<file path="src/sdram_config.svh">
`ifndef SDRAM_CONFIG_SVH
`define SDRAM_CONFIG_SVH

// all timing values count clk cycles
// power-up wait, used once with cke low and once with cke high
`define SDRAM_T_PLL 50

// precharge to next activate
`define SDRAM_T_RP 1

// auto refresh cycle time
`define SDRAM_T_RFC 7

// load mode register to first command
`define SDRAM_T_MRD 2

// activate to read or write
`define SDRAM_T_RCD 2

// last write beat to start of auto precharge
`define SDRAM_T_WR 2

// spacing of refresh requests once initialized
`define SDRAM_T_REFRESH 400

// mode register: burst length 2, sequential, cas latency 2
`define SDRAM_MODE_WORD 12'h021
`define SDRAM_CAS_LATENCY 2

// log2 of the fifo depth
`define SDRAM_FIFO_ADDR_W 4

`endif
</file>
<file path="src/sdram_pkg.sv">
`default_nettype none

package sdram_pkg;

	// {ras_n, cas_n, we_n} with cs_n low
	typedef enum logic [2:0] {
		CMD_LOAD_MODE    = 3'b000,
		CMD_AUTO_REFRESH = 3'b001,
		CMD_PRECHARGE    = 3'b010,
		CMD_ACTIVE       = 3'b011,
		CMD_WRITE        = 3'b100,
		CMD_READ         = 3'b101,
		CMD_NOP          = 3'b111
	} sdram_cmd_e;

	// top level controller state
	typedef enum logic [3:0] {
		ST_RESET,
		ST_CKE_HIGH,
		ST_PRECHARGE,
		ST_REFRESH1,
		ST_REFRESH2,
		ST_LOAD_MODE,
		ST_READY,
		ST_WRITE,
		ST_READ
	} ctrl_state_e;

	// write fifo entry, a set mask bit keeps that byte unwritten
	typedef struct packed {
		logic [3:0]  mask;
		logic [31:0] data;
	} wr_word_t;

	// read fifo entry
	typedef struct packed {
		logic [31:0] data;
	} rd_word_t;

	// host word address
	typedef struct packed {
		logic [1:0]  bank;
		logic [11:0] row;
		logic [7:0]  col;
	} word_addr_t;

endpackage

`default_nettype wire

</file>
<file path="src/sdram_write.sv">
`timescale 1ns/100ps
`default_nettype none
`include "sdram_config.svh"

module sdram_write (
	input  logic                   clk,
	input  logic                   rst,
	input  logic                   start,
	input  sdram_pkg::word_addr_t  start_addr,
	input  sdram_pkg::wr_word_t    fifo_word,
	input  logic                   fifo_empty,
	output logic                   fifo_pop,
	output logic                   busy,
	output sdram_pkg::sdram_cmd_e  cmd,
	output logic [11:0]            addr,
	output logic [1:0]             bank,
	output logic [1:0]             dqm,
	output logic [15:0]            dq_out,
	output logic                   dq_oe
);

	import sdram_pkg::*;

	typedef enum logic [2:0] {
		W_IDLE,
		W_CHECK,
		W_RCD,
		W_HIGH,
		W_RECOVER
	} wr_state_e;

	wr_state_e  state;
	word_addr_t cur_addr;
	logic [3:0] cnt;

	assign busy     = (state != W_IDLE);
	// head word leaves the fifo with its second beat
	assign fifo_pop = (state == W_HIGH);

	always_ff @(posedge clk) begin
		if (rst) begin
			state <= W_IDLE;
			cmd   <= CMD_NOP;
			dq_oe <= 1'b0;
			cnt   <= '0;
		end else begin
			cmd   <= CMD_NOP;
			dq_oe <= 1'b0;
			case (state)
				W_IDLE: begin
					if (start) begin
						state <= W_CHECK;
					end
				end
				W_CHECK: begin
					// nothing left to drain ends the run
					if (fifo_empty) begin
						state <= W_IDLE;
					end else begin
						cmd   <= CMD_ACTIVE;
						cnt   <= 4'(`SDRAM_T_RCD - 1);
						state <= W_RCD;
					end
				end
				W_RCD: begin
					if (cnt == '0) begin
						// write with auto precharge, first beat goes with the command
						cmd   <= CMD_WRITE;
						dq_oe <= 1'b1;
						state <= W_HIGH;
					end else begin
						cnt <= cnt - 1'b1;
					end
				end
				W_HIGH: begin
					dq_oe <= 1'b1;
					// the CHECK cycle supplies the last recovery cycle
					cnt   <= 4'(`SDRAM_T_WR + `SDRAM_T_RP - 2);
					state <= W_RECOVER;
				end
				W_RECOVER: begin
					if (cnt == '0) begin
						state <= W_CHECK;
					end else begin
						cnt <= cnt - 1'b1;
					end
				end
				default: state <= W_IDLE;
			endcase
		end
	end

	// address, mask and data lanes follow the state
	always_ff @(posedge clk) begin
		dqm <= 2'b11;
		if (state == W_IDLE && start) begin
			cur_addr <= start_addr;
		end else if (state == W_RECOVER && cnt == '0) begin
			cur_addr <= word_addr_t'(cur_addr + 22'd1);
		end
		case (state)
			W_CHECK: begin
				addr <= cur_addr.row;
				bank <= cur_addr.bank;
			end
			W_RCD: begin
				// A10 set for auto precharge, halfword column in A8:A0
				addr   <= {3'b010, cur_addr.col, 1'b0};
				dq_out <= fifo_word.data[15:0];
				if (cnt == '0) begin
					dqm <= fifo_word.mask[1:0];
				end
			end
			W_HIGH: begin
				dq_out <= fifo_word.data[31:16];
				dqm    <= fifo_word.mask[3:2];
			end
			default: begin
			end
		endcase
	end

endmodule

`default_nettype wire

</file>
<file path="config.mk">
export PLATFORM = sky130hd
export DESIGN_NAME = sdram_write
export DESIGN_NICKNAME = d
export VERILOG_FILES = /design/src/sdram_pkg.sv /design/src/sdram_write.sv
export VERILOG_INCLUDE_DIRS = /design/src
export SDC_FILE = /design/constraint.sdc
export NUM_CORES = 1
export LEC_CHECK = 0
export BUFFER_PORTS_ARGS = -buffer_cell sky130_fd_sc_hd__buf_4
export CORE_UTILIZATION = 30
export CTS_BUF_LIST = sky130_fd_sc_hd__clkbuf_16
export CTS_CLUSTER_SIZE = 16
export DETAILED_ROUTE_END_ITERATION = 8
export GPL_ROUTABILITY_DRIVEN = 1
export GPL_TIMING_DRIVEN = 1
export PLACE_DENSITY = 0.61
export SYNTH_ARGS = -nofsm -noshare
export SYNTH_HDL_FRONTEND = slang
export SYNTH_SLANG_ARGS = --single-unit
</file>
<file path="constraint.sdc">
create_clock -name clk -period 6.3 [get_ports clk]
set_input_delay 0 -clock clk [delete_from_list [all_inputs] [get_ports clk]]
set_output_delay 0 -clock clk [all_outputs]
set_load 0.005 [all_outputs]
</file>
# After elaboration in Yosys (flattened, before gate mapping)
# Cells that the tools add are included.
[classes] eq_ne=9 mux=19 addsub=2 reduce_logical=12
[op_table] cell="two-way mux 22 bit" count=2
[op_table] cell="one-hot mux 16 bit (2 select lines)" count=1
[op_table] cell="one-hot mux 12 bit (2 select lines)" count=1
[op_table] cell="adder 22 x 1 -> 22 bit (second input constant)" count=1
[op_table] cell="one-hot mux 3 bit (5 select lines)" count=1
[op_table] cell="two-way mux 3 bit" count=4
[op_table] cell="one-hot mux 4 bit (3 select lines)" count=1
[op_table] cell="inequality test 2 bit (second input constant)" count=5
[op_table] cell="two-way mux 4 bit" count=2
[op_table] cell="equality test 3 x 2 -> 1 bit (second input constant)" count=2
[op_table] cell="two-way mux 2 bit" count=3
[op_table] cell="one-hot mux 3 bit (2 select lines)" count=1
[op_table] cell="AND reduction 3 bit" count=2
[op_table] cell="nonzero test 2 bit" count=3
[op_table] cell="nonzero test 3 bit" count=2
[op_table] cell="logical NOT 4 bit" count=1
[op_table] cell="one-hot mux 2 bit (2 select lines)" count=1
[op_table] cell="subtractor 4 x 1 -> 4 bit (second input constant)" count=1
[op_table] cell="equality test 3 x 1 -> 1 bit (second input constant)" count=1
[op_table] cell="equality test 3 bit (second input constant)" count=1
[op_table] cell="logical NOT 3 bit" count=1
[op_table] cell="logical AND 1 bit" count=2
[op_table] cell="one-hot mux 1 bit (2 select lines)" count=1
[op_table] cell="OR reduction 2 bit" count=1
[op_table] cell="two-way mux 1 bit" count=1
[totals] word_cells=53 output_inout_bits=38 input_bits=62 reg_bits=65

# Logic depth before layout (Yosys ltp)
[logic_depth] ltp_word=4 mapped_depth=7 ltp_nobuf=6

# Worst setup path before layout
# No wires, ideal clock.
[synth_timing] kind="reg-to-reg" startpoint="register cnt[0]" endpoint="register cur_addr[0] (netlist name) (enable)" t_required_ns=5.871 stages_incl_launch_ff=6 n_path_buf=0 period_less_slack_ns=2.903 setup_ns=0.429 slack_ns=3.397 arrival_ns=2.474 path_cell_list="dfxtp_1 inv_1 ha_1 nor3b_1 mux2i_1 nor3_1"
[synth_between] elab_chain_len=3
[synth_rtl] item="start, declared" line_no="sdram_write.sv:34" source="logic [3:0] cnt;"
[synth_rtl] item="start signal, assigned" line_no="sdram_write.sv:61" source="cnt <= 4'(`SDRAM_T_RCD - 1);"
[synth_rtl] item="start signal, assigned" line_no="sdram_write.sv:72" source="cnt <= cnt - 1'b1;"
[synth_rtl] item="start signal, assigned" line_no="sdram_write.sv:78" source="cnt <= 4'(`SDRAM_T_WR + `SDRAM_T_RP - 2);"
[synth_rtl] item="logical NOT 4 bit" line_no="sdram_write.sv:98" source="end else if (state == W_RECOVER && cnt == '0) begin"
[synth_rtl] item="logical AND 1 bit" line_no="sdram_write.sv:98"
[synth_rtl] item="nonzero test 2 bit (no source line)"
[synth_rtl] item="end signal, assigned" line_no="sdram_write.sv:97" source="cur_addr <= start_addr;"
[synth_rtl] item="end signal, assigned" line_no="sdram_write.sv:99" source="cur_addr <= word_addr_t'(cur_addr + 22'd1);"
[synth_rtl] item="end, declared" line_no="sdram_write.sv:33" source="word_addr_t cur_addr;"
# Every way passes these cells.
# A chain may end at the register's enable or synchronous reset.

# Worst setup path after layout
[layout_timing] startpoint="register state[1]" endpoint="register dq_out[15] (data pin)"
[layout_between] elab_chain_len=2 word_cells_on_any_way=3 classes_between="eq/ne (2); mux (1)"
[layout_rtl] item="start, declared" line_no="sdram_write.sv:32" source="wr_state_e state;"
[layout_rtl] item="start signal, assigned" line_no="sdram_write.sv:42" source="state <= W_IDLE;"
[layout_rtl] item="start signal, assigned" line_no="sdram_write.sv:52" source="state <= W_CHECK;"
[layout_rtl] item="start signal, assigned" line_no="sdram_write.sv:58" source="state <= W_IDLE;"
[layout_rtl] item="equality test 3 x 2 -> 1 bit" line_no="sdram_write.sv:101" source="case (state)"
[layout_rtl] item="one-hot mux 16 bit (2 select lines) (*)" line_no="sdram_write.sv:101"
[layout_rtl] item="end signal, assigned" line_no="sdram_write.sv:109" source="dq_out <= fifo_word.data[15:0];"
[layout_rtl] item="end signal, assigned" line_no="sdram_write.sv:115" source="dq_out <= fifo_word.data[31:16];"
[layout_rtl] item="end, declared" line_no="sdram_write.sv:18" source="output logic [15:0] dq_out,"
# Every way passes the cells marked *; elsewhere a longest branch is shown, timed or not.

==> run summary <==
The worst-case setup margin in the final layout is 3.32 ns. The max-slew violation total from the final report came to 0. The count of TritonRoute iterations in the first routing pass is 4.

The number of buffers inserted by post-CTS setup repair is 0. For this design, the slowest cell found on the critical path is sky130_fd_sc_hd__dfxtp_1. The die span in y is ~100 um. The worst endpoint data arrival time came out at 3.03 ns. The count of standard-cell rows came out at 37.

The number of cells on the worst reg-to-reg path is 5. Sorting the synthesized cells by area gives the leading types as sky130_fd_sc_hd__edfxtp_1 (49%), sky130_fd_sc_hd__mux2_2 (8.2%), sky130_fd_sc_hd__dfxtp_1 (7.6%). The synthesized netlist contains between 40 and 50 unique library cells.

For this run, global-route usage on met2 was measured as 0.250. The clock sink count is 64. The share of the Yosys chip area taken by registers is 0.567. The number of instances in the synthesized netlist is about 280.

The number of DRC markers in iteration 0 came out at 131. Entering global routing, the biggest net connects 28 pins. The worst-case headroom to the max-slew limit came out at 0.234. The worst setup path is captured at a flip-flop. The floorplan die width is around 100 um. STA classifies the critical path startpoint as a flip-flop. The number of global-route vias before repair was 2485. The remaining routing DRC violations is 0. The routed design could run at a clock period as short as about 3 ns.

The startpoint of the lowest-slack register-to-register path is state[1]. In the global route stage, met1 resource usage came out at 0.183. Setup repair after global routing left no endpoint under its margin. The setup TNS came out at 0 ns. The count of endpoints failing setup in the final report is 0. The number of diodes is 0. The biggest area contributor in the post-synthesis netlist is sky130_fd_sc_hd__edfxtp_1. TritonCTS built the clock tree. The number of resized instances in the post-cts repair step is 0. On the worst path, the slowest cell contributes a delay of about 0.58 ns. The power per cell area is ~240 nW/um2.

The wire length of the first global-routing pass came out at about 13 mm. The path with the worst hold slack has its endpoint at dq_out[0]. The flow ran to the end, and the final reports show no timing, DRC or antenna violations. The met3 demand-to-capacity share in global routing is 0.0362. In this run the count of I/O pins placed on the die edge is 100. The total die area is roughly 11000 um2.

The initial utilization of the core area, before any placement, comes to 0.309. The final cell utilization of the core is 0.470. The worst-case clock skew came out at 0.0131 ns. The number of warning messages in the yosys log is 0. The layout cell share with drive strength beyond 1 is 0.337. The critical path goes through nand2b_1 -> inv_2 -> nand2_1 -> mux2_2 -> dlygate4sd3_1. The maximum count of clock buffers along a single path is 2. The total global-route track usage came out at 0.151.

In this run the worst hold path is classified as primary input to flip-flop. Derived from the worst setup path, the maximum achievable clock frequency is between 300 and 400 MHz. The cell area after synthesis is roughly 3200 um2. In this run, CTS created clock tree buffers numbering 9. The placeable core area is 10300 um2. The cell leakage power came out at around 1.9 nW. In this run the most critical hold path is launched from fifo_word[0]. CTS placed an instance of sky130_fd_sc_hd__clkbuf_16 at the clock tree root. The count of port buffers added during placement is just under 100. Dividing the detail-routed wire length by the instance count gives approximately 14 um. The area share of the leading cell type in the synthesized netlist is 0.492. The number of nets at the end of the flow is between 400 and 500. The total design power is between 1 and 1.5 mW.

The remaining number of nets flagged by the antenna check after routing is 0. The pre-CTS setup slack came out at 3.89 ns. The signed area change from the synthesized netlist to the final layout is 52.1%.

The flop and latch count out of synthesis is 64. The count of fill cells added during filler insertion is 938. The worst IR drop on VDD is around 0.11 mV. The routing layer with the top usage in global route is met2.

For the worst-skew pair, the clock arrives at the later sink with an insertion delay of around 0.33 ns. The final period utilization came out at 0.472. The sum of net half-perimeters after detailed placement is ~5.4 mm.

The per-cell via count in the routed design came out at 4.67. The worst setup path is of the flip-flop to flip-flop kind. The overflow left after global routing is 0. The critical path required time is ~6.4 ns.

The worst hold path depth came out at 2. The cell count after placement is approximately 500. The largest delay contributor family on the critical path is buffers and inverters. Across the run, the number of max-cap violations was 0. The routed via count came out at 2630.

The number of nets handed over by synthesis was 340. At the end of routability-driven placement, the weighted congestion stood at 0.794. The aggregate routed wire length came out at around 8 mm. The average instance area after synthesis is 11.5 um2.

The transition time at the pin with the least slew margin is about 1.1 ns. The number of antenna violations at the first check in global routing is 0. The highest net fanout along the worst path came out at 20. The H-tree depth came out at 3. The endpoint identified for the worst register-to-register timing path is dq_out[15]. The critical path contains buffers and inverters numbering 2 combined. The setup check on the worst reg-to-reg path leaves a slack of 3.32 ns. The clock-pin slew of the registers on the worst-case setup and hold paths is about 0.050 ns. The count of endpoints failing hold in the final timing report came out at 0. For this run, the number of standard cells in the final layout without fillers is around 560.
## worst reg2reg max path: stages, from the launching register on
cell	delay (ns)
sky130_fd_sc_hd__dfxtp_1	0.58
sky130_fd_sc_hd__nand2b_1	0.22
sky130_fd_sc_hd__inv_2	0.35
sky130_fd_sc_hd__nand2_1	0.53
sky130_fd_sc_hd__mux2_2	0.46
sky130_fd_sc_hd__dlygate4sd3_1	0.57
## flip-flops by register name, indices dropped and copies added (netlist names)
name      flops
bank          2
cmd           2
dqm           2
state         3
dq_oe         1
cur_addr     22
addr         12
cnt           4
dq_out       16
## synth_stat cells, drive strengths merged
| master | n |
|---|---|
| a21oi | 4 |
| a31o | 1 |
| a31oi | 9 |
| and3 | 2 |
| and4 | 2 |
| buf | 3 |
| clkbuf | 14 |
| dfxtp | 12 |
| edfxtp | 52 |
| ha | 2 |
| inv | 8 |
| mux2 | 24 |
| mux2i | 4 |
| nand2 | 26 |
| nand2b | 3 |
| nand3 | 9 |
| nand3b | 2 |
| nand4 | 6 |
| nand4b | 1 |
| nor2 | 15 |
| nor2b | 5 |
| nor3 | 7 |
| nor3b | 3 |
| nor4 | 4 |
| nor4b | 1 |
| o211ai | 2 |
| o21ai | 20 |
| o21ba | 1 |
| o22a | 1 |
| o311ai | 1 |
| o31ai | 6 |
| or2 | 1 |
| or3 | 4 |
| or3b | 2 |
| or4 | 6 |
| or4b | 1 |
| xnor2 | 8 |
| xor2 | 4 |
## per-layer routing
metal	wire (um)	share of wire	up-vias
met3	518	0.064	7
met5	0	0	-
met2	3930	0.48	90
met4	87	0.011	0
li1	-	-	1325
met1	3570	0.44	1208
## cell families (layout without fill, tap and decap cells)
group                    after synthesis  count (layout)  share of synthesized area
adder cells (fa/ha/maj)                2               2                    0.00788
multiplexers                          28              28                     0.0977
AND/OR/NAND/NOR                      100             100                      0.175
XOR/XNOR                              12              12                     0.0331
flip-flops                            64              64                      0.567
buffers and inverters                 25             176                     0.0331
AO/OA/AOI/OAI                         45              45                     0.0859
## power breakdown
part,switching (mW),total (mW),internal (mW)
combinational,0.0730,0.175,0.102
sequential,0.0319,0.535,0.503
clock,0.164,0.461,0.297
## area by class of cell
class	count	area, um2	share of cell area
Sequential cell	64	1800	0.373
Clock inverter	7	52.6	0.0109
Clock buffer	9	225	0.0466
Multi-Input combinational cell	187	1280	0.265
Tap cell	136	170	0.0352
Inverter	8	30.0	0.00622
Timing Repair Buffer	152	1270	0.263
## layout by cell type, fill, tap and decap left out, drive strengths merged, types with 2 or more instances in the layout
cell / count
or3b: 2
edfxtp: 52
nand2b: 3
a21oi: 4
nor2b: 5
inv: 14
and4: 2
nand3b: 2
o31ai: 6
or4: 6
nor3b: 3
xnor2: 8
dlygate4sd3: 51
o211ai: 2
clkbuf: 9
nand3: 9
buf: 101
nor3: 7
o21ai: 20
ha: 2
nand2: 26
a31oi: 9
dfxtp: 12
nand4: 6
nor4: 4
or3: 4
nor2: 15
xor2: 4
mux2: 24
and3: 2
mux2i: 4
## through the flow
stage	hold slack [ns]	instance area, um2
2_1_floorplan	0.104	3180
3_3_place_gp	0.249	4040
3_5_place_dp	0.248	4040
4_1_cts	0.00558	4830
5_1_grt	0.00781	4830
6_report	0.00978	4830
## how the worst max path moves through the flow
| stage | from | slack, ns | endpoint | depth (start not counted) |
|---|---|---|---|---|
| floorplan | cnt[0] | 3.40 | cur_addr[0] | 5 |
| global placement | state[1] | 3.98 | dq_out[14] | 4 |
| detailed placement | state[1] | 3.89 | dq_out[4] | 4 |
| CTS | state[1] | 3.33 | dq_out[4] | 5 |
| global route | state[1] | 3.14 | dq_out[15] | 5 |
| finish | state[1] | 3.32 | dq_out[15] | 5 |
## what timing repair did
item	CTS	global route
endpoints found under the hold margin	40	0
endpoints found under the setup margin	0	0
hold buffers	51	0
No activity file was read; power rests on OpenSTA's default activity.
