### src/sdram_config.svh
`ifndef SDRAM_CONFIG_SVH
`define SDRAM_CONFIG_SVH

// all timing values count clk cycles
// power-up wait, used once with cke low and once with cke high
`define SDRAM_T_PLL 50

// precharge to next activate
`define SDRAM_T_RP 1

// auto refresh cycle time
`define SDRAM_T_RFC 7

// load mode register to first command
`define SDRAM_T_MRD 2

// activate to read or write
`define SDRAM_T_RCD 2

// last write beat to start of auto precharge
`define SDRAM_T_WR 2

// spacing of refresh requests once initialized
`define SDRAM_T_REFRESH 400

// mode register: burst length 2, sequential, cas latency 2
`define SDRAM_MODE_WORD 12'h021
`define SDRAM_CAS_LATENCY 2

// log2 of the fifo depth
`define SDRAM_FIFO_ADDR_W 4

`endif
### src/sdram_pkg.sv
`default_nettype none

package sdram_pkg;

	// {ras_n, cas_n, we_n} with cs_n low
	typedef enum logic [2:0] {
		CMD_LOAD_MODE    = 3'b000,
		CMD_AUTO_REFRESH = 3'b001,
		CMD_PRECHARGE    = 3'b010,
		CMD_ACTIVE       = 3'b011,
		CMD_WRITE        = 3'b100,
		CMD_READ         = 3'b101,
		CMD_NOP          = 3'b111
	} sdram_cmd_e;

	// top level controller state
	typedef enum logic [3:0] {
		ST_RESET,
		ST_CKE_HIGH,
		ST_PRECHARGE,
		ST_REFRESH1,
		ST_REFRESH2,
		ST_LOAD_MODE,
		ST_READY,
		ST_WRITE,
		ST_READ
	} ctrl_state_e;

	// write fifo entry, a set mask bit keeps that byte unwritten
	typedef struct packed {
		logic [3:0]  mask;
		logic [31:0] data;
	} wr_word_t;

	// read fifo entry
	typedef struct packed {
		logic [31:0] data;
	} rd_word_t;

	// host word address
	typedef struct packed {
		logic [1:0]  bank;
		logic [11:0] row;
		logic [7:0]  col;
	} word_addr_t;

endpackage

`default_nettype wire

### src/sdram_read.sv
`timescale 1ns/100ps
`default_nettype none
`include "sdram_config.svh"

module sdram_read (
	input  logic                   clk,
	input  logic                   rst,
	input  logic                   start,
	input  sdram_pkg::word_addr_t  start_addr,
	input  logic [15:0]            dq_in,
	output logic                   busy,
	output sdram_pkg::sdram_cmd_e  cmd,
	output logic [11:0]            addr,
	output logic [1:0]             bank,
	output logic [1:0]             dqm,
	output sdram_pkg::rd_word_t    word,
	output logic                   word_valid
);

	import sdram_pkg::*;

	typedef enum logic [2:0] {
		R_IDLE,
		R_RCD,
		R_CAS,
		R_HIGH,
		R_RP
	} rd_state_e;

	rd_state_e   state;
	logic [3:0]  cnt;
	logic [7:0]  col_q;
	logic [15:0] low_q;

	assign busy = (state != R_IDLE);

	always_ff @(posedge clk) begin
		if (rst) begin
			state      <= R_IDLE;
			cmd        <= CMD_NOP;
			cnt        <= '0;
			word_valid <= 1'b0;
		end else begin
			cmd        <= CMD_NOP;
			word_valid <= 1'b0;
			case (state)
				R_IDLE: begin
					// activate goes out right away
					if (start) begin
						cmd   <= CMD_ACTIVE;
						cnt   <= 4'(`SDRAM_T_RCD - 1);
						state <= R_RCD;
					end
				end
				R_RCD: begin
					if (cnt == '0) begin
						cmd   <= CMD_READ;
						// cas latency plus one cycle for the output register in the top
						cnt   <= 4'(`SDRAM_CAS_LATENCY + 1);
						state <= R_CAS;
					end else begin
						cnt <= cnt - 1'b1;
					end
				end
				R_CAS: begin
					if (cnt == '0) begin
						state <= R_HIGH;
					end else begin
						cnt <= cnt - 1'b1;
					end
				end
				R_HIGH: begin
					word_valid <= 1'b1;
					cnt        <= 4'(`SDRAM_T_RP - 1);
					state      <= R_RP;
				end
				R_RP: begin
					// auto precharge runs out before the bank is used again
					if (cnt == '0) begin
						state <= R_IDLE;
					end else begin
						cnt <= cnt - 1'b1;
					end
				end
				default: state <= R_IDLE;
			endcase
		end
	end

	always_ff @(posedge clk) begin
		// dq enabled from activate to the end of the access
		dqm <= (state == R_IDLE && !start) ? 2'b11 : 2'b00;
		if (state == R_IDLE && start) begin
			addr  <= start_addr.row;
			bank  <= start_addr.bank;
			col_q <= start_addr.col;
		end else if (state == R_RCD) begin
			addr <= {3'b010, col_q, 1'b0};
		end
		// low beat first, then the high beat completes the word
		if (state == R_CAS && cnt == '0) begin
			low_q <= dq_in;
		end
		if (state == R_HIGH) begin
			word.data <= {dq_in, low_q};
		end
	end

endmodule

`default_nettype wire

### config.mk
export PLATFORM = sky130hd
export DESIGN_NAME = sdram_read
export DESIGN_NICKNAME = d
export VERILOG_FILES = /design/src/sdram_pkg.sv /design/src/sdram_read.sv
export VERILOG_INCLUDE_DIRS = /design/src
export SDC_FILE = /design/constraint.sdc
export NUM_CORES = 1
export LEC_CHECK = 0
export BUFFER_PORTS_ARGS = -buffer_cell sky130_fd_sc_hd__buf_2
export CAP_MARGIN = 20
export CORE_ASPECT_RATIO = 1.1
export CORE_MARGIN = 5
export CORE_UTILIZATION = 45
export CTS_CLUSTER_SIZE = 8
export DETAILED_ROUTE_END_ITERATION = 10
export HOLD_SLACK_MARGIN = 0.15
export PLACE_DENSITY = 0.85
export SLEW_MARGIN = 25
export SYNTH_ARGS = -nofsm -noshare
export SYNTH_HDL_FRONTEND = slang
export SYNTH_SLANG_ARGS = --single-unit
### constraint.sdc
create_clock -name clk -period 3 [get_ports clk]
set_clock_uncertainty 0.2 [all_clocks]
set_input_delay 0.6 -clock clk [delete_from_list [all_inputs] [get_ports clk]]
set_output_delay 0.6 -clock clk [all_outputs]
set_load 0.01 [all_outputs]
## Yosys cells after proc, flatten, opt, wreduce, memory -nomap -nowiden

Cells that the tools add are included.

| word-level totals | value |
|---|---|
| input port bits | 41 |
| word-level logic and storage cells | 48 |
| output and inout port bits | 53 |
| register bits after elaboration | 83 |

| operators by class | value |
|---|---|
| reductions and logical operators | 12 |
| add/subtract/negate cells | 1 |
| equal/unequal tests | 9 |
| mux-type cells | 16 |

Operator list:

| operator | number |
|---|---|
| $mux 12 | 2 |
| $pmux 4 s4 | 1 |
| $mux 3 | 5 |
| $pmux 3 s5 | 1 |
| $mux 4 | 3 |
| $ne 2x2->1 const B | 5 |
| $eq 3x2->1 const B | 2 |
| $pmux 3 s2 | 1 |
| $logic_not 4->1 | 1 |
| $mux 2 | 2 |
| $reduce_and 4->1 | 1 |
| $reduce_bool 4->1 | 1 |
| $sub 4x1->4 const B | 1 |
| $eq 3x1->1 const B | 1 |
| $eq 3x3->1 const B | 1 |
| $logic_and 1x1->1 | 3 |
| $logic_not 3->1 | 1 |
| $reduce_and 3->1 | 1 |
| $reduce_bool 3->1 | 1 |
| $reduce_bool 2->1 | 1 |
| $reduce_or 2->1 | 1 |
| $logic_not 1->1 | 1 |
| $mux 1 | 1 |

## Longest topological paths before layout

Gate-level depths: netlist of run 1.

| depth | value |
|---|---|
| depth after elaboration | 4 |
| gate-level depth with buffers | 7 |
| depth with buffers taken out | 6 |

## Worst setup path after synthesis of run 1

No wires, ideal clock.

| timing path | value |
|---|---|
| path type | register to register |
| start | register cnt[0] |
| end | register low_q[0], enable pin |
| stages on the path, launching flop included | 6 |
| path slack | 0.065 ns |
| arrival | 2.322 ns |
| path buffers | 1 |
| clock period less this slack | 2.935 ns |
| cells stage by stage | dfxtp_1 > inv_1 > ha_1 > or3b_4 > buf_6 > nor3b_1 |

| between the ends | value |
|---|---|
| longest elaborated chain between the ends | 2 |

RTL lines:

| what | RTL line | text |
|---|---|---|
| start, declared | sdram_read.sv:31 | `logic [3:0] cnt;` |
| start signal, assigned | sdram_read.sv:51 | `` cnt <= 4'(`SDRAM_T_RCD - 1); `` |
| start signal, assigned | sdram_read.sv:59 | `` cnt <= 4'(`SDRAM_CAS_LATENCY + 1); `` |
| start signal, assigned | sdram_read.sv:62 | `cnt <= cnt - 1'b1;` |
| $logic_not 4->1 | sdram_read.sv:101 | `if (state == R_CAS && cnt == '0) begin` |
| $logic_and 1x1->1 | sdram_read.sv:101 |  |
| end signal, assigned | sdram_read.sv:102 | `low_q <= dq_in;` |
| end, declared | sdram_read.sv:33 | `logic [15:0] low_q;` |

Every way passes these cells.
A chain may end at the register's enable or synchronous reset.

## Final worst setup path of run 1

| timing path | value |
|---|---|
| start | register state[1] |
| end | register addr[5], data pin |

| between the ends | value |
|---|---|
| longest elaborated chain between the ends | 3 |

RTL lines:

| what | RTL line | text |
|---|---|---|
| start, declared | sdram_read.sv:30 | `rd_state_e state;` |
| start signal, assigned | sdram_read.sv:39 | `state <= R_IDLE;` |
| start signal, assigned | sdram_read.sv:52 | `state <= R_RCD;` |
| start signal, assigned | sdram_read.sv:60 | `state <= R_CAS;` |
| $logic_not 3->1 | sdram_read.sv:93 | `if (state == R_IDLE && start) begin` |
| $logic_and 1x1->1 | sdram_read.sv:93 |  |
| $mux 12 | sdram_read.sv:93 |  |
| end signal, assigned | sdram_read.sv:94 | `addr <= start_addr.row;` |
| end signal, assigned | sdram_read.sv:98 | `addr <= {3'b010, col_q, 1'b0};` |
| end, declared | sdram_read.sv:13 | `output logic [11:0] addr,` |

Every way passes these cells.

==> results of run 1 <==
==> per-stage QoR <==
| step | cell area [um^2] | utilization [%] | total power [mW] | setup WS (ps) |
|---|---|---|---|---|
| after floorplan | 2880 | - | 1.96 | 65.4 |
| after global placement | 3420 | 55.2 | 2.12 | 817 |
| after detailed placement | 3420 | 55.2 | 2.15 | 749 |
| after CTS | 3620 | 58.4 | 2.93 | 737 |
| after global routing | 3620 | 58.4 | 3.05 | 630 |
| final | 3620 | 58.4 | 2.90 | 730 |
==> path summary, 6_finish.rpt <==
| kind | start | endpoint | slack (ps) | depth (start not counted) |
|---|---|---|---|---|
| worst max-delay path | state[1]$_SDFFE_PP0P_ | addr[5]$_DFFE_PP_ | 730 | 3 |
| worst min-delay path | low_q[1]$_DFFE_PP_ | word[1]$_DFFE_PP_ | 220 | 0 |
| worst max register to register | state[1]$_SDFFE_PP0P_ | addr[5]$_DFFE_PP_ | 730 | 3 |
| worst min register to register | low_q[1]$_DFFE_PP_ | word[1]$_DFFE_PP_ | 220 | 0 |
==> critical path, cell delays in order (launching register included) <==
cell	delay, ps
dfxtp_1	490
or3_4	480
nor2_4	460
mux2_2	400
==> synthesized netlist by cell type <==
library cell  instances  area [um^2]
nor2b_1               3         18.8
nor3b_1               3         22.5
o31ai_1               1         7.51
nor3b_2               1         12.5
or3_1                 1         6.26
or3b_4                1         11.3
buf_4                 3         22.5
edfxtp_1             70         2100
nand3_1               1         5.00
nor2_4                1         11.3
a211o_2               1         10.0
or4_2                 1         8.76
a31oi_1               2         12.5
or3_4                 1         11.3
and2_1                3         18.8
or2_1                 1         6.26
a21o_1                1         7.51
a21oi_1               8         40.0
buf_2                 2         10.0
nor4_2                1         12.5
dfxtp_1              11          220
a211oi_1              1         7.51
clkbuf_1              1         3.75
xor2_1                1         8.76
nand2_1               4         15.0
a311oi_2              1         15.0
o311ai_0              1         8.76
buf_6                 2         22.5
nor2_2                1         6.26
o41ai_1               2         17.5
o21ai_0               2         10.0
nor3_1                1         5.00
mux2_2                8         90.1
o21a_1                2         15.0
nor2_1                4         15.0
inv_1                 7         26.3
o2111ai_1             1         8.76
ha_1                  2         25.0
conb_1                1         3.75
==> kinds of logic after synthesis <==
family / synth area share (%)
other cells: 0.130
simple gates: 6.47
compound gates: 5.56
mux: 3.13
fa+ha+maj: 0.868
flops: 80.6
buf+inv: 2.95
xor+xnor: 0.304
==> layout make-up <==
class	count	share of cell area, %
flip-flops and latches	81	64.2
well taps	80	2.77
clock buffers	9	3.42
clock inverters	7	2.14
multi-input cells	63	13.4
inverters	7	0.726
repair buffers	95	13.4
==> metal layers <==
metal,GRT usage (%),vias to the layer above,wire length (um)
met1,14.4,781,1940
met2,23.8,66,2840
met3,5.00,8,346
met4,5.19,0,81
li1,-,794,-
met5,0,-,0
==> cell usage in the layout (no fill, tap or decap), drive strengths merged, types with 6 or more instances in the layout <==
| cell type | n |
|---|---|
| a21oi | 8 |
| buf | 95 |
| clkbuf | 9 |
| dfxtp | 11 |
| edfxtp | 70 |
| inv | 9 |
| mux2 | 8 |
| nor2 | 6 |
==> flip-flops by register name, indices dropped and copies added (netlist names) <==
name / cells
word_valid: 1
word: 32
dqm: 1
cnt: 4
cmd: 2
col_q: 8
addr: 12
bank: 2
low_q: 16
state: 3
==> where the power goes <==
group / internal, mW / switching (mW)
sequential: 1.44 / 0.0904
combinational: 0.250 / 0.337
clock: 0.390 / 0.387
==> results.ini, run 1 <==
[cts]
postCtsSetupRepairBufs=0
clk_pin_slew_worst_paths_ps=80
root_buffer=clkbuf_8
cts_resized=0
cts_buffers=9
worstSkewPairLatency_ps=330
clkSinkCount=81
hold_buffers=0
htree_levels=3
clockBufferDepth=2
cts_tree=yes

[sta]
finalSetupViolations=0
timing_hold_violations_final=0
rsz0062_at_grt=no
finalCriticalPeriod_ps=2270
final_max_slew_viol_count=0
tns_ps=0
tightest_slew_ps=570
finalCritPeriodShare_pct=75.7
timing.fmax_mhz=441
slew_headroom_pct=61.9
timing.hold.ws_ps=217

[routing]
drc=0
wl_per_cell_um=15.2
drt-initial-drc-count=110
via_per_inst=4.82
routed_wl_mm=5.21
firstDrtPassIters=4
drtAntennaViolNets=0
num_vias=1649

[yosys]
synth.avg_cell_area_um2=18.1
synthCells=159
syn_area_um2=2880
syn-num-nets=202
synth-warning-count=0
synth_seq_cells=81
ys_seq_area_share_pct=80.6
ys_types=39

[power]
vdd_drop_max_mv=0.768
p_leak_nw=1.41
power_density_nw_per_um2=801

[run_status]
outcome=finished clean

[floorplan]
start_util_pct=46.5
fp.dieH_um=93.9
core-area_um2=6190
io_pins=94
die_area_um2=8110
rows=30
die_x_um=86.3

[cells_and_area]
stdcell_count=342
diodes=0
area_growth_pct=25.5
final_nets=300
ff_latch_area_um2=2320
fillers=480
multi_input_area_um2=484
layout-drive-gt1-share_pct=49.6

[grt]
grt_pass1_wl_mm=8.09
grt_start_max_net_pins=33
grt_usage_pct=13.4
grt.overflow.total=0
antenna_found_initial=0
grt_pass1_vias=1623

[critical_path]
cp.arrival_ps=2160
cp_max_fo=22
cp-start-kind=flip-flop
critPathRequiredTime_ps=2890
crit_path_end_kind=flip-flop
path_class=reg2reg

[place]
dp_cells=326
post-dp-hpwl_mm=3.86
port_buffers=92
place_congestion=0.783

[run]
max-cap-violations=0

[worst_hold_path]
hold_class=reg2reg

Power figures use the tool's default switching activity.
==> inputs of run 2 (changes only) <==
--- a/config.mk
+++ b/config.mk
@@ -10,11 +10,11 @@
 export CAP_MARGIN = 20
 export CORE_ASPECT_RATIO = 1.1
 export CORE_MARGIN = 5
-export CORE_UTILIZATION = 45
+export CORE_UTILIZATION = 50
 export CTS_CLUSTER_SIZE = 8
 export DETAILED_ROUTE_END_ITERATION = 10
 export HOLD_SLACK_MARGIN = 0.15
-export PLACE_DENSITY = 0.85
+export PLACE_DENSITY = 0.89
 export SLEW_MARGIN = 25
 export SYNTH_ARGS = -nofsm -noshare
 export SYNTH_HDL_FRONTEND = slang
==> constraint.sdc (replaced) <==
create_clock -name clk -period 2.3 [get_ports clk]
set_clock_uncertainty 0.2 [all_clocks]
set_input_delay 0.46 -clock clk [delete_from_list [all_inputs] [get_ports clk]]
set_output_delay 0.46 -clock clk [all_outputs]
set_load 0.01 [all_outputs]
==> run 2 against run 1 <==
Net effect:
- utilization is 11 points higher
- largest power group unchanged
- final cell count rose by 7.9%
- register-to-register slack worse by 480 ps
- global-route usage grew 3.2 points
- critical endpoint unchanged
- via count rose by 7.3%
- clock-buffer cell count increased by 2
==> results.ini, run 2 (synthesis gave the netlist of run 1 again) <==
[cells_and_area]
fin_util_pct=69.1  ; +11 points
final_common_cell=buf_2
ff_latch_area_um2=2320  ; unchanged
stdcell_count=369  ; +7.9%
diodes=0  ; unchanged
reg_top3=word x32, low_q x16, addr x12
top_register=word
multi_input_area_um2=490  ; +1.3%
area_growth_pct=36.6
layout-drive-gt1-share_pct=44.5  ; -5.1 points
final_nets=330  ; +10%
final_cell_mix=92 x buf_2, 70 x edfxtp_1, 27 x dlygate4sd3_1, 11 x dfxtp_1, 9 x clkbuf_8
fillers=396  ; -18%
stdcell_area_um2=3940  ; +8.8%
largest_register_ffs=32  ; unchanged

[power]
p_int_mw=2.88  ; +38%
clockPowerShare_pct=27.4  ; +0.6 points
p_seq_share_pct=50.2  ; -2.7 points
power_density_nw_per_um2=998  ; +25%
power_mw=3.93  ; +36%
p_leak_nw=1.55  ; +10%
swShare_pct=26.8  ; -1.4 points
netSwitchingPower_mw=1.05  ; +29%
share_comb_of_total_power_pct=22.5  ; +2.2 points
vdd_drop_max_mv=0.588  ; -23%

[floorplan]
fp.dieH_um=89.6  ; -4.6%
rows=29  ; -3.3%
io_pins=94  ; unchanged
die_x_um=82.4  ; -4.5%
core-area_um2=5700  ; -8.0%
die_area_um2=7380  ; -8.9%
start_util_pct=50.6  ; +4.1 points

[run_status]
outcome=finished clean

[grt]
grt_use_met2_pct=28.9  ; +5.1 points
grt_pass1_wl_mm=8.80  ; +8.7%
grt_use_met1_pct=17.8  ; +3.3 points
grt_pass1_vias=1848  ; +14%
top_usage_layer=met2
antenna_found_initial=0  ; unchanged
grt_start_max_net_pins=33  ; unchanged
grt.overflow.total=0  ; unchanged
met3_usage_pct=6.49  ; +1.5 points
grt_usage_pct=16.6  ; +3.2 points

[cts]
worstSkewPairLatency_ps=340  ; about the same
clockBufferDepth=2  ; unchanged
htree_levels=3  ; unchanged
hold_buffers=27  ; +27
root_buffer=clkbuf_8
postCtsSetupRepairBufs=0  ; unchanged
cts_tree=yes
cts_resized=0  ; unchanged
clk_pin_slew_worst_paths_ps=80  ; about the same
clkSinkCount=81  ; unchanged
cts_buffers=9  ; unchanged

[sta]
timing.hold.ws_ps=189  ; -28.4 ps
finalCriticalPeriod_ps=2150
timing.fmax_mhz=466
setup_ws_ps=154  ; -576 ps
finalCritPeriodShare_pct=93.3
timing_hold_violations_final=0  ; unchanged
final_max_slew_viol_count=0  ; unchanged
rsz0062_at_grt=no
tns_ps=0  ; unchanged
finalSetupViolations=0  ; unchanged

[routing]
drc=0  ; unchanged
drtAntennaViolNets=0  ; unchanged
firstDrtPassIters=4  ; unchanged
routed_wl_mm=5.56  ; +6.7%
drt-initial-drc-count=61  ; -45%
wl_per_cell_um=15.1  ; -1.1%
via_per_inst=4.80  ; -0.52%
num_vias=1770  ; +7.3%

[place]
post-dp-hpwl_mm=3.70  ; -4.0%
port_buffers=92  ; unchanged
dp_cells=326  ; unchanged
dpl-instance-area_um2=3450  ; +1.1%
place_congestion=0.797  ; +1.8%
dpl_worst_slack_ps=234  ; -515 ps

[critical_path]
path_cells=dlygate4sd3_1 -> buf_2 -> inv_1 -> nor2_4 -> mux2_2
crit_path_max_incr_delay_ps=520  ; +30 ps
critPathRequiredTime_ps=2200  ; -690 ps
path_class=in2reg
crit_family=buffers and inverters
cp_max_fo=17  ; -23%
cp.arrival_ps=2040  ; -120 ps
cp-start-kind=input pin
crit_path_end_kind=flip-flop
path_buf_inv=3  ; +3
slowest_stage=dlygate4sd3_1

[worst_hold_path]
hold_class=in2reg

[run]
max-cap-violations=0  ; unchanged

## run 2: worst paths after layout
path	from	end	slack [ps]	cells after the start
setup reg to reg	state[2]$_SDFFE_PP0P_	addr[5]$_DFFE_PP_	250	3
setup / recovery	start	addr[5]$_DFFE_PP_	150	5
hold reg to reg	low_q[2]$_DFFE_PP_	word[2]$_DFFE_PP_	220	0
hold / removal	start_addr[18]	addr[10]$_SDFFCE_PP1P_	190	2
## run 2: layout make-up
class	count	area share, %
sequential	81	59.0
tap	77	2.45
inverter	7	0.668
timing repair buffer	125	20.0
clock inverter	5	2.03
clock buffer	11	3.34
multi-input combinational	63	12.5
## run 2: power by group through the flow
| stage | combinational, mW | sequential (mW) | clock [mW] |
|---|---|---|---|
| after global routing | 0.965 | 1.99 | 1.19 |
| final | 0.883 | 1.97 | 1.07 |
| after global placement | 0.821 | 1.99 | 0 |
| after detailed placement | 0.851 | 2.00 | 0 |
| after floorplan | 0.518 | 2.05 | 0 |
| after CTS | 0.889 | 1.97 | 1.11 |
## run 2: routing by layer
| layer | share of wire, % | wire (um) |
|---|---|---|
| met1 | 39 | 2150 |
| met2 | 51 | 2810 |
| met3 | 8.6 | 479 |
| met4 | 2.0 | 110 |
| met5 | 0 | 0 |
