### src/sdram_config.svh
`ifndef SDRAM_CONFIG_SVH
`define SDRAM_CONFIG_SVH

// all timing values count clk cycles
// power-up wait, used once with cke low and once with cke high
`define SDRAM_T_PLL 50

// precharge to next activate
`define SDRAM_T_RP 1

// auto refresh cycle time
`define SDRAM_T_RFC 7

// load mode register to first command
`define SDRAM_T_MRD 2

// activate to read or write
`define SDRAM_T_RCD 2

// last write beat to start of auto precharge
`define SDRAM_T_WR 2

// spacing of refresh requests once initialized
`define SDRAM_T_REFRESH 400

// mode register: burst length 2, sequential, cas latency 2
`define SDRAM_MODE_WORD 12'h021
`define SDRAM_CAS_LATENCY 2

// log2 of the fifo depth
`define SDRAM_FIFO_ADDR_W 4

`endif
### src/sdram_fifo.sv
`timescale 1ns/100ps
`default_nettype none
`include "sdram_config.svh"

module sdram_fifo #(
	parameter type payload_t = logic [31:0],
	parameter int ADDR_W = `SDRAM_FIFO_ADDR_W
) (
	input  logic     clk,
	input  logic     rst,
	input  logic     wr_en,
	input  logic     rd_en,
	input  payload_t data_in,
	output payload_t data_out,
	output logic     full,
	output logic     empty
);

	localparam int DEPTH = 2 ** ADDR_W;

	payload_t          mem [DEPTH];
	logic [ADDR_W-1:0] wr_ptr;
	logic [ADDR_W-1:0] rd_ptr;
	// one extra bit so a full buffer is distinct from empty
	logic [ADDR_W:0]   count;
	logic              do_wr;
	logic              do_rd;

	assign full     = (count == (ADDR_W + 1)'(DEPTH));
	assign empty    = (count == '0);
	// blocked requests are dropped
	assign do_wr    = wr_en && !full;
	assign do_rd    = rd_en && !empty;
	// head entry straight from the array, no read latency
	assign data_out = mem[rd_ptr];

	always_ff @(posedge clk) begin
		if (do_wr) begin
			mem[wr_ptr] <= data_in;
		end
	end

	always_ff @(posedge clk) begin
		if (rst) begin
			wr_ptr <= '0;
			rd_ptr <= '0;
			count  <= '0;
		end else begin
			if (do_wr) begin
				wr_ptr <= wr_ptr + 1'b1;
			end
			if (do_rd) begin
				rd_ptr <= rd_ptr + 1'b1;
			end
			// simultaneous push and pop leave the count alone
			case ({do_wr, do_rd})
				2'b10:   count <= count + 1'b1;
				2'b01:   count <= count - 1'b1;
				default: count <= count;
			endcase
		end
	end

endmodule

`default_nettype wire

### config.mk
export PLATFORM = sky130hd
export DESIGN_NAME = sdram_fifo
export DESIGN_NICKNAME = d
export VERILOG_FILES = /design/src/sdram_fifo.sv
export VERILOG_INCLUDE_DIRS = /design/src
export SDC_FILE = /design/constraint.sdc
export NUM_CORES = 1
export LEC_CHECK = 0
export BUFFER_PORTS_ARGS = -buffer_cell sky130_fd_sc_hd__clkbuf_2
export CAP_MARGIN = 20
export CELL_PAD_IN_SITES_DETAIL_PLACEMENT = 1
export CELL_PAD_IN_SITES_GLOBAL_PLACEMENT = 2
export CORE_ASPECT_RATIO = 1.75
export CORE_MARGIN = 2
export CORE_UTILIZATION = 45
export CTS_CLUSTER_DIAMETER = 150
export DETAILED_ROUTE_END_ITERATION = 10
export PLACE_DENSITY_LB_ADDON = 0.1
export SLEW_MARGIN = 20
export SYNTH_ARGS = -nofsm -noshare
export SYNTH_HDL_FRONTEND = slang
export SYNTH_SLANG_ARGS = --single-unit
### constraint.sdc
create_clock -name clk -period 8.35 [get_ports clk]
set_clock_uncertainty 0.15 [all_clocks]
set_input_delay 1.67 -clock clk [delete_from_list [all_inputs] [get_ports clk]]
set_output_delay 1.67 -clock clk [all_outputs]
set_load 0.005 [all_outputs]
# Word level (Yosys, flattened, before mapping)
# Memories as Yosys holds them, arrays and structs flattened. A register that Yosys moved wholly into a read port is not among the register bits.
# Cells that the tools add are included.
dict set report op_classes {
  addsub 4
  n_mul 0
  n_div 0
  n_lt_le_gt_ge 0
  n_eq_ne 3
  shifts 0
  n_mux 5
  bitwise_logic 0
  reduce_logical 6
}
# operator n
set op_table {}
lappend op_table {{case mux 5 bit (2 select lines)} 1}
lappend op_table {{adder 4 x 1 -> 4 bit (second input constant)} 2}
lappend op_table {{2-to-1 mux 4 bit} 2}
lappend op_table {{adder 5 x 1 -> 5 bit (second input constant)} 1}
lappend op_table {{== test 5 bit (second input constant)} 1}
lappend op_table {{zero test 5 bit} 1}
lappend op_table {{subtractor 5 x 1 -> 5 bit (second input constant)} 1}
lappend op_table {{== test 2 x 1 -> 1 bit (second input constant)} 1}
lappend op_table {{== test 2 bit (second input constant)} 1}
lappend op_table {{logical AND 1 bit} 2}
lappend op_table {{zero test 1 bit} 2}
lappend op_table {{2-to-1 mux 1 bit} 2}
lappend op_table {{nonzero test 2 bit} 1}
dict set report totals {
  register_bits 13
  latchBits 0
  ram_bits 512
  romBits 0
  out_inout_bits 34
  n_memories 1
}
# memory depth width read_ports rd_clocked_by_memory_dff write_ports line
set memory_table {}
lappend memory_table {mem 16 32 1 1 1 sdram_fifo.sv:21} ;# payload_t mem [DEPTH];

# Logic depth before layout (Yosys ltp)
# Gate-level depths: netlist of run 1.
dict set report depth {
  ltp_word 5
  ltp_mapped 13
  depth_no_buf 10
}

# Least setup slack after synthesis of run 1
# OpenSTA, ideal clock, no wires.
dict set report synth_path {
  path_kind {input to register}
  start {input port wr_en}
  end {memory mem[0][0] in the netlist's numbering, enable pin}
  t_arrival_ns 4.117
  required_ns 7.739
  setup_slack_ns 3.622
  cell_stages 3
  cell_sequence {o21a_4 nand2_1 nor3_1}
}
dict set report synth_between {
  elab_chain_cells 3
}
# element line
set synth_rtl {}
lappend synth_rtl {{from (decl)} sdram_fifo.sv:11} ;# input logic wr_en,
lappend synth_rtl {{logical AND 1 bit} sdram_fifo.sv:32} ;# assign do_wr = wr_en && !full;
lappend synth_rtl {{2-to-1 mux 1 bit} sdram_fifo.sv:38} ;# if (do_wr) begin
lappend synth_rtl {{2-to-1 mux 1 bit (not written as such)} sdram_fifo.sv:39} ;# mem[wr_ptr] <= data_in;
lappend synth_rtl {{to (decl)} sdram_fifo.sv:21}
# Every way passes these cells.

==> results of run 1 <==
[final timing paths]
path	from	endpoint	slack [ns]	cells past startpoint
max	register	data_out[27]	2.97	5
min	rd_ptr[3]	rd_ptr[3]	0.36	2
max reg2reg	count[1]	count[4]	4.88	10
min reg2reg	rd_ptr[3]	rd_ptr[3]	0.36	2
[cells by family after synthesis]
kind of cell,after synthesis
AOI/OAI and AO/OA,80
xor gates and xnor gates,8
and+or+nand+nor,93
muxes,132
DFF,529
adders and majority gates,8
buffers and inverters,59
[stage by stage]
| step | power (W) | hold slack (ns) | instance area [sq um] | std cells |
|---|---|---|---|---|
| floorplan | 0.003744 | 0.3225 | 20120 | 909 |
| global placement | 0.004040 | 0.3417 | 21270 | 1520 |
| detailed placement | 0.004051 | 0.3495 | 21270 | 1520 |
| CTS | 0.006154 | 0.3694 | 22740 | 1607 |
| global route | 0.006298 | 0.3974 | 22750 | 1608 |
| finish | 0.006060 | 0.3588 | 22750 | 1608 |
[worst reg2reg max path, delay by kind of cell, from the launching register on]
family | cells | cell delay [ns]
flip-flops | 1 | 0.40
buffers and inverters | 2 | 0.14
multiplexers | 1 | 0.38
AO/OA/AOI/OAI | 3 | 0.85
AND/OR/NAND/NOR | 1 | 0.66
XOR/XNOR | 1 | 0.19
adder cells (fa/ha/maj) | 2 | 0.58
[placed cells by master (no fill, tap or decap), types with 13 or more instances in the layout]
master / n
a22oi_1: 64
buf_4: 21
clkbuf_1: 13
clkbuf_16: 49
clkbuf_2: 69
dfxtp_1: 15
edfxtp_1: 512
mux4_2: 128
nand2_1: 38
nor2_1: 21
nor2_4: 13
[state kept, by name (all words and copies together), names as in the netlist, named ones only]
name and cells:
mem 512, rd_ptr 4, wr_ptr 4, count 5
[where the power goes]
group	total (W)	internal (W)	switching, W
clock network	0.00211	0.00117	0.000936
logic	0.000854	0.000427	0.000427
registers	0.00310	0.00300	0.000102
[cell type report]
cell class | count | area [sq um]
fill | 3951 | 21410
sequential | 529 | 15720
multi-input combinational | 321 | 4282
clock buffer | 62 | 1275
tap | 572 | 715.7
timing repair buffer | 91 | 523.0
clock inverter | 25 | 198.9
inverter | 7 | 26.28
antenna | 1 | 2.502
[layer usage]
layer / up-vias / part of all wire [%]
met3: 63 / 3.6
met2: 183 / 56
met4: 0 / 2.6
met1: 5034 / 38
met5: - / 0
li1: 3986 / -
==> key figures, run 1 <==
Outcome
  – Outcome: finished clean

Global routing
  – GRT overflow: 0
  – Grt met1 use: 25.26%
  – Vias in the first global route: roughly 10,000
  – Global Route met3 Usage: under 10%
  – Largest net degree at the start of global routing: 85
  – Antenna violations before repair: 1
  – All-layer global routing usage: 20.58%
  – First-pass GRT wire length: 68,370 microns
  – Most Used Layer, Global Route: met2
  – Grt met2 use: between 30% and 40%

Timing
  – Highest Clock Rate: 185.9 MHz
  – Final worst setup slack: about 3 ns
  – Worst slew margin: 25.73%
  – Period utilization: roughly 64%
  – Final hold vios: 0
  – Final Max Slew Viols: 0
  – Min cycle time layout: 5.380 ns
  – Setup violators final: 0
  – Worst Tran Pin Value: ~1.1 ns
  – Setup TNS: 0 ns
  – RSZ-0062 raised after global routing: no

CTS
  – Worst-path clk slew: 0.06 ns
  – CTS tree: built
  – H-Tree Level Count: 2
  – Post_cts resized: 0
  – Clk_lat worst skew: 0.56 ns
  – # hold bufs at CTS: 0
  – Setup bufs post-CTS: 0
  – Total clock sinks: ~530
  – TritonCTS Buffers: 47
  – Clock root cell: clkbuf_16
  – Max clock buf depth: 3

Logic synthesis
  – Synth area leaders: edfxtp_1, mux4_2, a22oi_1
  – Synth Register Bits: 529
  – Synth area leader: edfxtp_1
  – Sequential area share after synthesis: 78.10%
  – Yosys warns: 0
  – Synth Area in XOR/XNOR: less than 1%
  – Syn avg cell area: 22.13 sq um
  – Number of flops mapped to enable cells by yosys: 512
  – Syn nets: 953
  – Synth Area in Simple Gates: 2.071%
  – Largest family of logic cells by synthesized area: multiplexers
  – Top post-synthesis cells by count: edfxtp_1, mux4_2, a22oi_1
  – Most frequent cell after synthesis: edfxtp_1
  – Post-synth top flop: edfxtp_1
  – Post-Synth Adder-Cell Area: 0.4975%
  – Synth unique cells: 42
  – Post-synthesis cell count: 909
  – Compound-gate portion of the synthesized area: 3.165%
  – Synthesized cell area: 20,120 sq um
  – Mux contribution to synthesized area: 14.53%
  – Top-area cell type share of the netlist area: 76.41%
  – Ys async rst share: 0%

Min path
  – Class of the worst hold path: register to register

Place
  – Post-DP HPWL: 24,140 microns
  – Pre-CTS setup slack: 3.453 ns
  – Port Buffers: 69
  – Routability cong.: 0.6731

Critical path
  – CP max stage delay: 1.07 ns
  – Crit path kind: register to primary output
  – CP Launch Type: register
  – CP max stage cell: dfxtp_4
  – Max FO, Critical Path: 67
  – CP cell instances: buf_4 -> mux4_2 -> a22oi_1 -> nand2_1 -> clkbuf_2
  – CP delay by family, top: flip-flops
  – Required @ worst endpoint: around 6.5 ns
  – Worst endpoint data arrival time: 3.56 ns
  – Buf+Inv Stages, Crit Path: 2
  – Worst Setup End Kind: primary output

Drt
  – DR vias/cell: approximately 5.8
  – ANT nets after route: 0
  – WL final: between 40,000 and 50,000 microns
  – Pre-antenna DRT Iters: 4
  – WL/cell: 28.56 microns
  – DRC errors left: 0
  – Initial DRC count: 565
  – Routed vias: 9,266

Floorplan
  – Die Width: 163.8 microns
  – Initial Util: 45.57%
  – Die H: between 200 and 300 microns
  – Die area: 46,490 sq um
  – Cell Rows: 102
  – Core area: 44,160 sq um
  – Io pins: 70

Cells and area
  – Post-layout net count: 1,041
  – Area Overhead vs Synth: 13.05%
  – Fin util: approximately half
  – Share of cells above drive strength 1: between 30% and 40%

Power
  – Leak Pwr: about 7.2 nW
  – PwrDens: around 270 nW/um^2
  – Highest ir drop seen on vdd: around 0.00020 V

Flow run
  – Maxcap violations: 0
Note: power is estimated with default switching activity, not from simulation.
==> run 2, diff against run 1 <==
Settings changed: ABC_AREA set to 1, CORE_UTILIZATION 45 to 41.
Clock period 8.35 ns to 4.65 ns, I/O delays scaled along.
==> run 2 against run 1 <==
  * Synthesized cell count rose by 63%
  * Synthesized area is 7.1% higher
  * Via count is 32% higher
  * Flip-flop and latch count did not move
  * Sequential power is 78% higher
  * Combinational power rose to 3.1 times the previous value
  * Power is 98% higher
  * Core utilization fell by 5.2 points
  * Count of clock-buffer cells in the layout grew 3
  * Non-clock buffer count rose by 18
  * Clock power grew 81%
==> key figures, run 2 <==
Drt
  – Pre-antenna DRT Iters: 7 (+3)
  – WL/cell: 24.09 microns (-16%)
  – DR vias/cell: 5.397 (-6.3%)
  – Routed vias: 12,230 (+32%)
  – ANT nets after route: 0 (unchanged)
  – Initial DRC count: 784 (+39%)
  – DRC errors left: 0 (unchanged)
  – WL final: 54,580 microns (+19%)

Critical path
  – CP delay by family, top: flip-flops
  – Worst Reg-to-Reg Cells: 7 (-3)
  – Crit path kind: register to primary output
  – Required @ worst endpoint: 3.57 ns (-2.96 ns)
  – R2R setup slack: 1.94 ns (-2.94 ns)
  – Max FO, Critical Path: 43 (-36%)
  – RR Endpoint: mem[14][14]
  – Critical R2R Launch: count[0]
  – CP cell instances: buf_12 -> buf_12 -> a21oi_1 -> o21ai_1 -> o21ai_1 -> o211ai_1 -> nand2_1 -> clkbuf_2
  – Worst Setup End Kind: primary output
  – Worst endpoint data arrival time: 2.60 ns (-0.96 ns)
  – CP Launch Type: register
  – CP max stage delay: 0.73 ns (-0.34 ns)
  – CP max stage cell: dfxtp_4
  – Buf+Inv Stages, Crit Path: 3 (+1)

Cells and area
  – Commonest non-fill, non-tap cell in the layout: edfxtp_1
  – Final Non-Filler Cells: 2,266 (+41%)
  – Largest registers: mem: 512 flops, count: 5 flops
  – Area Overhead vs Synth: 12.12%
  – Max FFs per register: 512 (unchanged)
  – Share of cells above drive strength 1: 14.48% (-16 points)
  – Commonest cells after routing, fill and taps aside: edfxtp_1, inv_1, a21oi_1, mux2i_1, o211ai_1
  – Final Instance Area: 24,160 sq um (+6.2%)
  – Antenna Cells: 0 (-1)
  – Post-layout net count: 1,594 (+53%)
  – Most flops, register: mem
  – Fillers: 5,253 (+33%)

Logic synthesis
  – Post-synthesis cell count: 1,481 (+63%)
  – Synth Register Bits: 529 (unchanged)
  – Synth area leaders: edfxtp_1, mux2i_1, o211ai_1
  – Top-area cell type share of the netlist area: 71.35% (-5.1 points)
  – Ys async rst share: 0% (unchanged)
  – Sequential area share after synthesis: 72.93% (-5.2 points)
  – Most frequent cell after synthesis: edfxtp_1
  – Top post-synthesis cells by count: edfxtp_1, inv_1, a21oi_1
  – Synth area leader: edfxtp_1
  – Yosys warns: 0 (unchanged)
  – Number of flops mapped to enable cells by yosys: 512 (unchanged)
  – Syn avg cell area: 14.55 sq um (-34%)
  – Post-synth top flop: edfxtp_1
  – Synth unique cells: 28 (-33%)
  – Synthesized cell area: 21,550 sq um (+7.1%)
  – Syn nets: 1,525 (+60%)

Timing
  – Final Max Slew Viols: 0 (unchanged)
  – Min cycle time layout: 3.684 ns
  – Setup violators final: 0 (unchanged)
  – Final hold vios: 0 (unchanged)
  – RSZ-0062 raised after global routing: no
  – Setup TNS: 0 ns (unchanged)
  – Worst slew margin: 30.46% (+4.7 points)
  – Highest Clock Rate: 271.4 MHz
  – Period utilization: 79.23%
  – Worst Tran Pin Value: 1.043 ns (-0.07102 ns)

Global routing
  – Vias in the first global route: 13,001 (+24%)
  – GRT overflow: 0 (unchanged)
  – Largest net degree at the start of global routing: 129 (+52%)
  – All-layer global routing usage: 20.39% (-0.19 points)
  – First-pass GRT wire length: 81,900 microns (+20%)
  – Antenna violations before repair: 1 (unchanged)

CTS
  – Worst-path clk slew: 0.07 ns (about the same)
  – Setup bufs post-CTS: 0 (unchanged)
  – H-Tree Level Count: 2 (unchanged)
  – Post_cts resized: 0 (unchanged)
  – Max clock buf depth: 3 (unchanged)
  – Clock root cell: clkbuf_16
  – # hold bufs at CTS: 0 (unchanged)
  – Clk_lat worst skew: 0.57 ns (about the same)
  – CTS tree: built
  – Total clock sinks: 529 (unchanged)
  – TritonCTS Buffers: 49 (+4.3%)

Min path
  – Class of the worst hold path: register to register
  – Hold path depth: 2 (unchanged)
  – Hold_sp: rd_ptr[2]

Floorplan
  – Die H: 307.3 microns (+8.3%)
  – Die area: 54,480 sq um (+17%)
  – Cell Rows: 111 (+8.8%)
  – Core area: 52,220 sq um (+18%)
  – Die Width: 177.3 microns (+8.2%)
  – Initial Util: 41.26% (-4.3 points)
  – Io pins: 70 (unchanged)

Place
  – Port Buffers: 69 (unchanged)
  – Post-DP HPWL: 28,940 microns (+20%)
  – Routability cong.: 0.7012 (+4.2%)
  – Placed Cells: 2,177 (+43%)
  – Placed cell area: 22,670 sq um (+6.6%)

Power
  – Highest ir drop seen on vdd: 0.0003064 V (+53%)
  – Leak Pwr: 8.181 nW (+14%)
  – PwrDens: 496.4 nW/um^2 (+86%)

Outcome
  – Outcome: finished clean

Flow run
  – Maxcap violations: 0 (unchanged)
[run 2: changes by cell type after synthesis, moves of 14 or more]
| cell | before | now |
|---|---|---|
| inv_1 | 7 | 138 |
| buf_1 | 4 | 18 |
| mux4_2 | 128 | 0 |
| nand2_1 | 38 | 52 |
| nand3_1 | 0 | 41 |
| o21ai_1 | 0 | 99 |
| o211ai_1 | 1 | 110 |
| mux2i_1 | 3 | 128 |
| a22oi_1 | 64 | 0 |
| a21oi_1 | 2 | 137 |
| o211ai_2 | 2 | 18 |
| o21ai_0 | 1 | 68 |
[run 2: layout make-up]
type	count	area, sq um	share of cell area (%)
sequential	529	15730	65.10
tap	678	848.3	3.511
inverter	153	588.1	2.434
clock buffer	65	1336	5.531
timing repair buffer	109	795.8	3.294
multi-input combinational	708	4712	19.50
clock inverter	24	151.4	0.6267
[run 2: cell families after synthesis]
logic type | count (synthesis) | share of synthesized area, %
AOI/OAI and AO/OA | 433 | 11.98
DFF | 529 | 72.93
xor gates and xnor gates | 5 | 0.2032
and+or+nand+nor | 134 | 2.718
adders and majority gates | 8 | 0.4645
buffers and inverters | 244 | 5.760
muxes | 128 | 5.946
[run 2: worst max path at each step]
stage,start,end,depth (start not counted)
global route,register,data_out[12],8
floorplan,wr_en,mem[11][0],4
CTS,register,data_out[12],8
detailed placement,register,data_out[12],7
global placement,register,data_out[12],7
finish,register,data_out[12],8
[run 2: layer usage]
metal | part of all wire (%) | routed length [microns] | GRT usage, % | vias to the layer above
li1 | - | - | - | 5665
met1 | 42 | 22690 | 25.20 | 6289
met2 | 53 | 28950 | 36.99 | 185
met3 | 2.6 | 1445 | 2.407 | 89
met4 | 2.7 | 1482 | 6.252 | 2
met5 | 0.029 | 16 | 0 | -
[run 2: per-stage QoR]
stage               setup slack, ns  utilization, %  total power (W)  hold WS, ns
floorplan                     1.466               -         0.007522       0.3194
global placement              1.499           43.42         0.008299       0.3329
detailed placement            1.464           43.42         0.008344       0.3458
CTS                          0.8200           46.26          0.01216       0.3555
global route                 0.7676           46.26          0.01257       0.4151
finish                       0.9658           46.26          0.01199       0.3521
[run 2: report_power, final]
part	switching [W]	internal (W)	leakage (nW)
Sequential	0.000119	0.00539	4.77
Clock	0.00169	0.00212	0.732
Combinational	0.00169	0.000976	2.68
Total	0.00350	0.00849	8.18
[run 2: worst reg2reg max path, cell delays in order, from the launching register on]
cell	delay [ns]
dfxtp_1	0.41
nor2_1	0.13
nand3_1	0.17
nand2_4	0.12
inv_2	0.10
nand2_1	0.23
nor2_4	0.55
buf_4	0.49
==> run 3, diff against run 2 <==
Clock period 4.65 ns to 3.1 ns, I/O delays scaled along.
==> run 3 against run 2 <==
  * First-iteration DRC count fell by 11%
  * Non-clock buffer count rose by 22
  * Critical path type unchanged
  * Register-to-register slack got worse by 1.2 ns
  * Power rose by 52%
  * Sequential power rose by 50%
  * Flip-flop and latch count did not move
  * Combinational power rose by 59%
  * Count of clock-buffer cells in the layout rose by 1
==> key figures, run 3 (synthesis results as in run 2) <==
Cells and area
  – Largest registers: mem: 512 flops, count: 5 flops
  – Commonest cells after routing, fill and taps aside: edfxtp_1, inv_1, a21oi_1, mux2i_1, o211ai_1
  – Fillers: 5,226 (-0.51%)
  – Antenna Cells: 0 (unchanged)
  – Commonest non-fill, non-tap cell in the layout: edfxtp_1
  – Reg area: 15,730 sq um (unchanged)
  – Multi-input gate area: 4712 sq um (unchanged)
  – Most flops, register: mem
  – Share of cells above drive strength 1: 15.87% (+1.4 points)
  – Max FFs per register: 512 (unchanged)
  – Area Overhead vs Synth: 13.88%
  – Post-layout net count: 1,617 (+1.4%)

Critical path
  – Crit path kind: register to primary output
  – Worst endpoint data arrival time: 2.18 ns (-0.42 ns)
  – Max FO, Critical Path: 32 (-26%)
  – CP cell instances: inv_4 -> buf_12 -> o211ai_1 -> nand3_1 -> nand2_1 -> clkbuf_2
  – CP Launch Type: register
  – CP max stage cell: dfxtp_4
  – Worst Setup End Kind: primary output
  – CP max stage delay: 0.50 ns (-0.23 ns)
  – Required @ worst endpoint: 2.33 ns (-1.24 ns)

Place
  – Port Buffers: 69 (unchanged)
  – Routability cong.: 0.7206 (+2.8%)
  – Post-DP HPWL: 30,940 microns (+6.9%)
  – Pre-CTS setup slack: 0.6417 ns (-0.8218 ns)

CTS
  – Clk_lat worst skew: 0.56 ns (about the same)
  – Worst-path clk slew: 0.06 ns (about the same)
  – H-Tree Level Count: 2 (unchanged)
  – CTS tree: built
  – Total clock sinks: 529 (unchanged)
  – TritonCTS Buffers: 50 (+2.0%)
  – Clock root cell: clkbuf_16
  – Max clock buf depth: 3 (unchanged)

Timing
  – Final Max Slew Viols: 0 (unchanged)
  – Setup TNS: 0 ns (unchanged)
  – Min cycle time layout: 2.954 ns
  – Worst Tran Pin Value: 0.5356 ns (-0.5074 ns)
  – Period utilization: 95.29%
  – Worst slew margin: 64.21% (+34 points)
  – Final hold vios: 0 (unchanged)
  – Highest Clock Rate: 338.5 MHz
  – Setup violators final: 0 (unchanged)
  – RSZ-0062 raised after global routing: yes
  – Final worst setup slack: 0.1459 ns (-0.8199 ns)

Power
  – Leak Pwr: 8.356 nW (+2.1%)
  – PwrDens: 745.0 nW/um^2 (+50%)
  – Highest ir drop seen on vdd: 0.0005296 V (+73%)

Floorplan
  – Die H: 307.3 microns (unchanged)
  – Core area: 52,220 sq um (unchanged)
  – Cell Rows: 111 (unchanged)
  – Die area: 54,480 sq um (unchanged)
  – Die Width: 177.3 microns (unchanged)
  – Io pins: 70 (unchanged)
  – Initial Util: 41.26% (unchanged)

Drt
  – DRC errors left: 0 (unchanged)
  – WL/cell: 24.93 microns (+3.5%)
  – Initial DRC count: 701 (-11%)
  – DR vias/cell: 5.445 (+0.89%)
  – ANT nets after route: 0 (unchanged)
  – WL final: 56,980 microns (+4.4%)
  – Pre-antenna DRT Iters: 5 (-2)
  – Routed vias: 12,442 (+1.7%)

Global routing
  – Vias in the first global route: 13,282 (+2.2%)
  – Antenna violations before repair: 2 (+1)
  – GRT overflow: 0 (unchanged)
  – All-layer global routing usage: 21.33% (+0.94 points)
  – First-pass GRT wire length: 85,240 microns (+4.1%)
  – Largest net degree at the start of global routing: 79 (-39%)

Min path
  – Class of the worst hold path: input port to register

Outcome
  – Outcome: finished clean

Flow run
  – Maxcap violations: 0 (unchanged)
## run 3: cell types whose count changed in the layout (fill, tap and decap cells not counted), sizes merged
| cell | change |
|---|---|
| buf | +21 |
| clkinv | -9 |
| clkinvlp | +3 |
| clkbuf | +2 |
| inv | +2 |
## run 3: cell type report
type	count	area share [%]
Timing Repair Buffer	131	4.762
Inverter	153	2.396
Tap cell	678	3.457
Clock inverter	20	0.6578
Clock buffer	66	5.430
Multi-Input combinational cell	708	19.20
Sequential cell	529	64.09
## run 3: worst max-delay path, delay by kind of cell, from the launching register on
family                 cells  cell delay (ns)
buffers and inverters      3             0.57
flip-flops                 1             0.50
AO/OA/AOI/OAI              1             0.31
AND/OR/NAND/NOR            2             0.26
## run 3: final timing paths
path | cells past startpoint | endpoint | from | slack [ns]
worst max-delay path | 6 | data_out[8] | register | 0.15
worst min-delay path | 2 | wr_ptr[2] | rst | 0.17
worst max register to register | 13 | count[4] | count[0] | 0.73
worst min register to register | 2 | rd_ptr[2] | rd_ptr[2] | 0.35
## run 3: power breakdown
| part | switching, W | internal [W] |
|---|---|---|
| Clock | 0.00260 | 0.00319 |
| Combinational | 0.00263 | 0.00161 |
| Sequential | 0.000157 | 0.00809 |
## run 3: routing by layer
metal  share of wire, %  up-vias  track usage, %  wire (microns)
li1                   -     5717               -               -
met1                 42     6409           27.61           24070
met2                 51      227           37.73           29320
met3                3.8       85           2.519            2192
met4                2.4        4           5.757            1373
met5              0.040        -               0              23
## run 3: repair_timing
| item | CTS | global route |
|---|---|---|
| buffers inserted | 0 | 4 |
| hold buffers | 0 | 0 |
| gates resized for setup | 0 | 3 |
| endpoints found under the setup margin | 0 | 9 |
## run 3: through the flow
step	util (%)	instances	area (sq um)	power (W)	hold slack, ns
detailed placement	44.00	2194	22970	0.01266	0.3499
finish	46.99	2285	24540	0.01828	0.1683
global route	46.99	2285	24540	0.01919	0.1812
global placement	44.00	2194	22970	0.01260	0.3345
floorplan	-	1481	21550	0.01128	0.3194
CTS	46.86	2280	24470	0.01844	0.1392
